==> src/common/colmix_pkg.sv <==
// shared widths, bus structs and constants for the colour mixing stage, referenced by scoped names
package colmix_pkg;

    // prom geometry
    localparam int PROM_AW    = 8;                  // address bits per prom
    localparam int PROM_DW    = 4;                  // data bits per prom
    localparam int PROM_DEPTH = 256;                // entries per prom
    localparam int PROM_COUNT = 4;                  // red, green, blue, select
    localparam int LOAD_IW    = 10;                 // 2 prom select bits over the address

    // plain vector types with a meaning
    typedef logic [3:0]         char_pxl_t;         // character colour code
    typedef logic [5:0]         layer_pxl_t;        // scroll / object pixel code
    typedef logic [PROM_DW-1:0] colour_t;           // one gun, also prom data and nibble
    typedef logic [PROM_AW-1:0] prom_addr_t;        // palette address
    typedef logic [LOAD_IW-1:0] load_index_t;       // running nibble index

    // last nibble of the programming stream, end of select prom
    localparam load_index_t LOAD_LAST = load_index_t'(PROM_DEPTH * PROM_COUNT - 1);

    // the four layers coming from the tile and sprite generators
    typedef struct packed {
        char_pxl_t  char_pxl;
        layer_pxl_t scr1_pxl;
        layer_pxl_t scr2_pxl;
        layer_pxl_t obj_pxl;
    } layer_pixels_t;                               // 22 bits

    // colour output
    typedef struct packed {
        colour_t red;
        colour_t green;
        colour_t blue;
    } rgb_t;                                        // 12 bits

    // blanking flags, both high during active video
    typedef struct packed {
        logic lhbl;                                 // 1 = horizontal active
        logic lvbl;                                 // 1 = vertical active
    } video_sync_t;

    // prom write port shared by all four proms
    typedef struct packed {
        prom_addr_t            addr;
        colour_t               data;
        logic [PROM_COUNT-1:0] we;                  // bit 0 red .. bit 3 select
    } prom_write_t;                                 // 16 bits

    // loader fsm
    typedef enum logic {
        LOAD_RUN,
        LOAD_DONE
    } load_state_t;

endpackage

==> src/colmix/colour_mixer.sv <==
// layer priority mux, blanking gated palette address and the four proms of the colour stage
`timescale 1ns/100ps

module colour_mixer (
    input  logic                      clk,
    input  logic                      reset,
    input  logic                      cen6,
    input  colmix_pkg::layer_pixels_t pixels,
    input  colmix_pkg::video_sync_t   sync,
    input  colmix_pkg::prom_write_t   prom_wr,
    output colmix_pkg::rgb_t          rgb
);

    colmix_pkg::prom_addr_t pixel_mux;    // address before blanking
    colmix_pkg::prom_addr_t addr_reg;     // address seen by all proms
    colmix_pkg::colour_t    sel_q;        // select prom output, previous pixel

    // priority mux driven by the select prom
    always_comb begin
        pixel_mux[7:6] = sel_q[3:2];      // palette bank
        case (sel_q[1:0])
            2'b00:   pixel_mux[5:0] = pixels.scr2_pxl;
            2'b01:   pixel_mux[5:0] = pixels.scr1_pxl;
            2'b10:   pixel_mux[5:0] = pixels.obj_pxl;
            default: pixel_mux[5:0] = {2'b00, pixels.char_pxl};   // char is 4 bits
        endcase
    end

    // blanking forces entry 0
    always_ff @(posedge clk) begin
        if (reset) begin
            addr_reg <= '0;
        end else if (cen6) begin
            addr_reg <= (sync.lhbl && sync.lvbl) ? pixel_mux : '0;
        end
    end

    // colour guns
    palette_prom #(.PROM_SEL(0)) u_red (
        .clk     (clk),
        .reset   (reset),
        .cen     (cen6),
        .rd_addr (addr_reg),
        .wr      (prom_wr),
        .q       (rgb.red)
    );

    palette_prom #(.PROM_SEL(1)) u_green (
        .clk     (clk),
        .reset   (reset),
        .cen     (cen6),
        .rd_addr (addr_reg),
        .wr      (prom_wr),
        .q       (rgb.green)
    );

    palette_prom #(.PROM_SEL(2)) u_blue (
        .clk     (clk),
        .reset   (reset),
        .cen     (cen6),
        .rd_addr (addr_reg),
        .wr      (prom_wr),
        .q       (rgb.blue)
    );

    // priority prom, read at the same address and fed back into the mux
    palette_prom #(.PROM_SEL(3)) u_select (
        .clk     (clk),
        .reset   (reset),
        .cen     (cen6),
        .rd_addr (addr_reg),
        .wr      (prom_wr),
        .q       (sel_q)
    );

endmodule

==> src/colmix/palette_prom.sv <==
// one 256x4 writable prom with a registered read port, used by the colour mixer
`timescale 1ns/100ps

module palette_prom #(
    parameter int PROM_SEL = 0        // which write strobe this prom answers to
) (
    input  logic                    clk,
    input  logic                    reset,
    input  logic                    cen,
    input  colmix_pkg::prom_addr_t  rd_addr,
    input  colmix_pkg::prom_write_t wr,
    output colmix_pkg::colour_t     q
);

    colmix_pkg::colour_t mem [colmix_pkg::PROM_DEPTH];

    // programming port, full clk rate
    always_ff @(posedge clk) begin
        if (wr.we[PROM_SEL]) begin
            mem[wr.addr] <= wr.data;
        end
    end

    // read register, advances once per pixel
    always_ff @(posedge clk) begin
        if (reset) begin
            q <= '0;
        end else if (cen) begin
            q <= mem[rd_addr];
        end
    end

endmodule

==> src/source/prom_loader.sv <==
// turns the nibble programming stream into writes for the four palette and select proms
`timescale 1ns/100ps

module prom_loader (
    input  logic                    clk,
    input  logic                    reset,
    input  logic                    prog_valid,
    input  colmix_pkg::colour_t     prog_data,
    output logic                    prog_ready,
    output colmix_pkg::prom_write_t prom_wr,
    output logic                    load_done
);

    colmix_pkg::load_state_t state;
    colmix_pkg::load_index_t index;   // nibble k -> prom k/256, addr k%256
    logic                    xfer;    // handshake completes this edge

    assign prog_ready = (state == colmix_pkg::LOAD_RUN);
    assign load_done  = (state == colmix_pkg::LOAD_DONE);
    assign xfer       = prog_valid & prog_ready;

    // write goes out on the transfer edge itself, no cen gating
    always_comb begin
        prom_wr.addr = index[colmix_pkg::PROM_AW-1:0];
        prom_wr.data = prog_data;
        prom_wr.we   = '0;
        if (xfer) begin
            // upper index bits pick red, green, blue, select
            prom_wr.we[index[colmix_pkg::LOAD_IW-1:colmix_pkg::PROM_AW]] = 1'b1;
        end
    end

    // index counter and fsm
    always_ff @(posedge clk) begin
        if (reset) begin
            state <= colmix_pkg::LOAD_RUN;
            index <= '0;
        end else begin
            case (state)
                colmix_pkg::LOAD_RUN: begin
                    if (xfer) begin
                        index <= index + 1'b1;
                        if (index == colmix_pkg::LOAD_LAST) begin
                            state <= colmix_pkg::LOAD_DONE;   // select prom full
                        end
                    end
                end
                colmix_pkg::LOAD_DONE: begin
                    state <= colmix_pkg::LOAD_DONE;           // stays until reset
                end
                default: begin
                    state <= colmix_pkg::LOAD_RUN;
                end
            endcase
        end
    end

endmodule

==> src/source/video_colmix_top.sv <==
// top of the colour mixing subsystem, connects timing, prom loader and mixer
`timescale 1ns/100ps

module video_colmix_top #(
    parameter int H_TOTAL  = 384,
    parameter int H_ACTIVE = 256,
    parameter int V_TOTAL  = 262,
    parameter int V_ACTIVE = 224
) (
    input  logic                      clk,
    input  logic                      reset,
    input  colmix_pkg::layer_pixels_t pixels,        // from tile and sprite generators
    input  logic                      prog_valid,
    input  colmix_pkg::colour_t       prog_data,
    output logic                      prog_ready,
    output logic                      load_done,
    output logic                      cen6,
    output colmix_pkg::video_sync_t   sync,
    output colmix_pkg::rgb_t          rgb
);

    colmix_pkg::prom_write_t prom_wr;               // loader -> prom write port

    video_timing #(
        .H_TOTAL  (H_TOTAL),
        .H_ACTIVE (H_ACTIVE),
        .V_TOTAL  (V_TOTAL),
        .V_ACTIVE (V_ACTIVE)
    ) u_timing (
        .clk     (clk),
        .reset   (reset),
        .cen6    (cen6),
        .sync    (sync),
        .h_count (),                                // counts only feed the flags here
        .v_count ()
    );

    prom_loader u_loader (
        .clk        (clk),
        .reset      (reset),
        .prog_valid (prog_valid),
        .prog_data  (prog_data),
        .prog_ready (prog_ready),
        .prom_wr    (prom_wr),
        .load_done  (load_done)
    );

    colour_mixer u_mixer (
        .clk     (clk),
        .reset   (reset),
        .cen6    (cen6),
        .pixels  (pixels),
        .sync    (sync),
        .prom_wr (prom_wr),
        .rgb     (rgb)
    );

endmodule

==> src/source/video_timing.sv <==
// pixel clock enable and h/v counters with blanking flags, instantiated by the colour mixing top
`timescale 1ns/100ps

module video_timing #(
    parameter int H_TOTAL  = 384,     // pixels per line
    parameter int H_ACTIVE = 256,     // visible pixels per line
    parameter int V_TOTAL  = 262,     // lines per frame
    parameter int V_ACTIVE = 224      // visible lines per frame
) (
    input  logic                    clk,
    input  logic                    reset,
    output logic                    cen6,
    output colmix_pkg::video_sync_t sync,
    output logic [8:0]              h_count,
    output logic [8:0]              v_count
);

    logic [1:0] div;                  // free running clk divider
    logic       h_wrap;               // last pixel of the line
    logic       v_wrap;               // last line of the frame
    logic [8:0] h_next;
    logic [8:0] v_next;

    // one clk in four, first pulse right after reset
    always_ff @(posedge clk) begin
        if (reset) begin
            div  <= 2'd0;
            cen6 <= 1'b0;
        end else begin
            div  <= div + 2'd1;
            cen6 <= (div == 2'd0);    // registered, so no glitch on the enable
        end
    end

    // next count values
    always_comb begin
        h_wrap = (h_count == 9'(H_TOTAL - 1));
        v_wrap = (v_count == 9'(V_TOTAL - 1));
        h_next = h_wrap ? 9'd0 : h_count + 9'd1;
        v_next = v_count;                          // holds mid line
        if (h_wrap) begin
            v_next = v_wrap ? 9'd0 : v_count + 9'd1;
        end
    end

    // counters and flags step together on the pixel enable
    always_ff @(posedge clk) begin
        if (reset) begin
            h_count   <= 9'd0;
            v_count   <= 9'd0;
            sync.lhbl <= 1'b1;        // count 0 is inside the active area
            sync.lvbl <= 1'b1;
        end else if (cen6) begin
            h_count   <= h_next;
            v_count   <= v_next;
            sync.lhbl <= (h_next < 9'(H_ACTIVE));
            sync.lvbl <= (v_next < 9'(V_ACTIVE));
        end
    end

endmodule

==> config.mk <==
export PLATFORM = sky130hd
export DESIGN_NAME = video_colmix_top
export DESIGN_NICKNAME = d
export VERILOG_FILES = /design/src/common/colmix_pkg.sv /design/src/colmix/colour_mixer.sv /design/src/colmix/palette_prom.sv /design/src/source/prom_loader.sv /design/src/source/video_colmix_top.sv /design/src/source/video_timing.sv
export SDC_FILE = /design/constraint.sdc
export NUM_CORES = 2
export LEC_CHECK = 0
export BUFFER_PORTS_ARGS = -buffer_cell sky130_fd_sc_hd__buf_2
export CAP_MARGIN = 0
export CORE_UTILIZATION = 30
export CTS_BUF_LIST = sky130_fd_sc_hd__clkbuf_8
export DETAILED_ROUTE_END_ITERATION = 16
export GPL_TIMING_DRIVEN = 0
export PLACE_DENSITY = 0.42
export SLEW_MARGIN = 10
export SYNTH_ARGS = -nofsm -noshare
export SYNTH_HDL_FRONTEND = slang
export SYNTH_SLANG_ARGS = --single-unit
==> constraint.sdc <==
create_clock -name clk -period 6.6 [get_ports clk]
set_clock_uncertainty 0.05 [all_clocks]
set_input_delay 1.32 -clock clk [delete_from_list [all_inputs] [get_ports clk]]
set_output_delay 1.32 -clock clk [all_outputs]
set_load 0.03 [all_outputs]
==> flow_summary.json <==
{
  "yosysMostFrequentCell": "edfxtp_1",
  "worst_pin_slew_ns": 1.56,
  "routabilityCongestion": 1.03,
  "fin_hold_ws_ns": 0.323,
  "post-route-period-util": 1.08,
  "clock-sinks": 4154,
  "ir_drop_uv": 244,
  "layout_setup_ws_ns": -0.544,
  "setup-tns-final_ns": -2.78,
  "antenna_found_initial": 209,
  "path_cells": "buf_4 -> buf_4 -> buf_2 -> buf_2 -> buf_4 -> mux2i_1 -> o22ai_1 -> a2111oi_0 -> a21oi_1 -> nand4_1 -> o211ai_1",
  "place_area_um2": 179000,
  "drt_iter0_drc": 22400,
  "synth_cell_type_count": 81,
  "maxSlewViolCount": 17,
  "synth.avg_cell_area_um2": 18.9,
  "drive_gt1_frac": 0.240,
  "grt_first_pass_wirelength_mm": 1180,
  "synth_common_cells": "edfxtp_1 (4,096), nor2_1 (1,151), mux4_2 (834), mux2i_1 (473), nand2_1 (467)",
  "clk_latency_ns": 1.43,
  "avgViaCountPerCell": 6.19,
  "grt_pass1_vias": 98600,
  "syn-cell-area_um2": 165000,
  "wl_per_cell_um": 55.0,
  "drc": 0,
  "critPathArrivalTime_ns": 8.46,
  "routed_wl_mm": 971,
  "cts_root_buffer": "clkbuf_8",
  "syn2layout_area_growth_pct": 16.3,
  "fmaxAchievable_mhz": 140,
  "nFillCells": 51700,
  "design_area_um2": 192000,
  "worstSetupPathType": "reg -> reg",
  "synth_enable_flop_cells": 4096,
  "core_area_um2": 548000,
  "die_h_um": 744,
  "die_x_um": 744,
  "violations": "max-capacitance violations, max-slew violations, negative setup slack",
  "netlist_instances": 8740,
  "slowest_stage": "buf_2",
  "final_nets": 9728,
  "crit_path_max_fanout": 12,
  "grt_max_degree": 142,
  "post_cts_buffers": 0,
  "overflow": 0,
  "finalSetupViolCount": 9,
  "dr.pass1.iters": 7,
  "via_count": 109000,
  "ant_nets": 0,
  "rsz0062_at_grt": "false",
  "holdCritPathClass": "in -> reg",
  "port_buffers": 45,
  "synth.area.top_cells": "edfxtp_1 (74%), mux4_2 (11%), mux2i_1 (2.9%)",
  "yosys_most_used_dff": "edfxtp_1",
  "max_slew_margin": -0.0413,
  "yosysSeqAreaShare": 0.752,
  "ctsLongestPathBuffers": 4,
  "maxCapViolations": 5,
  "rows": 272,
  "htree_levels": 6,
  "slowest_delay_ns": 1.13,
  "postLayoutCoreUtil": 0.350,
  "cts.reportedPaths.clkPinSlew_ns": 0.06,
  "initial_core_util": 0.301,
  "cts_made_buffers": 719,
  "cts_tree": "done",
  "grt_usage": 0.342,
  "ys_seq_elements": 4154,
  "crit_path_start_kind": "flop",
  "io_pins": 46,
  "crit_path_end_kind": "flop",
  "crit_required_ns": 7.91,
  "p_leak_nw": 58.4,
  "dpl.hpwl_mm": 675,
  "syn_nets": 8777,
  "finalHoldViolCount": 0,
  "dieArea_um2": 553000,
  "status": "complete, but fails checks",
  "path_common_cell": "buf_4",
  "power_density_nw_per_um2": 304,
  "post-route-min-period_ns": 7.14,
  "yosys_warnings": 0,
  "yosys.area.top_type": "edfxtp_1",
  "synthDominantCellAreaShare": 0.745,
  "async_flop_share": 0
}
[logic make-up (layout without fill, tap and decap cells)]
family	after synthesis	in the layout	share of synthesized area
flops	4154	4154	0.752
other cells	0	153	0
mux	1336	1336	0.146
simple gates	1902	1902	0.0471
xor+xnor	20	20	0.00106
compound gates	731	731	0.0310
buf+inv	589	2096	0.0223
fa+ha+maj	8	8	0.000606
[placed cells by master (no fill, tap or decap), types with 19 or more instances in the layout]
| cell | count |
|---|---|
| edfxtp_1 | 4096 |
| nor2_1 | 1141 |
| mux4_2 | 834 |
| clkbuf_8 | 737 |
| mux2i_1 | 468 |
| nand2_1 | 467 |
| inv_1 | 258 |
| clkinv_1 | 154 |
| diode_2 | 153 |
| o22ai_1 | 150 |
| clkbuf_1 | 141 |
| buf_2 | 132 |
| buf_4 | 119 |
| clkbuf_2 | 116 |
| buf_12 | 99 |
| a21oi_1 | 99 |
| a22oi_1 | 96 |
| o221ai_1 | 82 |
| buf_6 | 81 |
| o21ai_0 | 69 |
| clkinv_2 | 68 |
| buf_16 | 59 |
| dfxtp_1 | 58 |
| nand3_1 | 57 |
| nor3_1 | 43 |
| a211oi_1 | 43 |
| buf_8 | 32 |
| nand4_1 | 31 |
| a31oi_1 | 29 |
| clkinvlp_4 | 23 |
| and2_1 | 22 |
| a221oi_1 | 21 |
| nor4_1 | 20 |
| and3_1 | 19 |
[stage by stage]
step           cells  worst slack (ns)  power (mW)
4_1_cts        17500           0.00894        57.9
3_5_place_dp   16200            -0.583        36.0
5_1_grt        17500            0.0325        58.9
3_3_place_gp   16000            -11.13        36.1
2_1_floorplan   8740              3.73        31.5
6_report       17700            -0.544        58.5
[worst max-delay path: cells and delay by family, from the launching register on]
family	cells	cell delay, ns
compound gates	4	1.31
buf+inv	5	3.84
flops	1	0.49
mux	1	0.32
simple gates	1	0.80
[what timing repair did]
action / 4_1_cts / 5_1_grt
hold buffers: 0 / 0
setup endpoints to repair: 6 / 0
gates resized for setup: 6 / 0
endpoints found under the hold margin: 0 / 0
[metal layers]
metal,global-route usage,share of wire,vias to the layer above
li1,-,-,37500
met1,0.420,0.36,58500
met2,0.478,0.42,10700
met3,0.139,0.14,2482
met4,0.262,0.085,66
met5,0,0.00047,-
[power by group]
part / internal, mW / switching [mW] / leakage [nW]
clock: 11.0 / 11.6 / 7.53
combinational: 1.51 / 5.28 / 13.6
sequential: 29.0 / 0.0627 / 37.3
[cell type report]
type,instances,area [um2],share of cell area
inverters,10,37.5,0.000195
multi-input cells,3997,37600,0.196
repair buffers,230,3910,0.0203
clock buffers,734,10100,0.0526
flip-flops and latches,4154,124000,0.646
plain buffers,579,3970,0.0207
diodes,153,383,0.00199
well taps,7261,9080,0.0473
clock inverters,543,2910,0.0151
[path summary, 6_finish.rpt]
check | depth (start not counted) | slack (ns) | to | start
worst min register to register | 1 | 0.38 | u_timing.div[0] | u_timing.div[0]
worst max-delay path | 11 | -0.54 | u_mixer.u_red.q[3] | u_mixer.addr_reg[1]
worst min-delay path | 3 | 0.32 | u_timing.cen6 | reset
worst max register to register | 11 | -0.54 | u_mixer.u_red.q[3] | u_mixer.addr_reg[1]
Note: power is estimated with default switching activity, not from simulation.
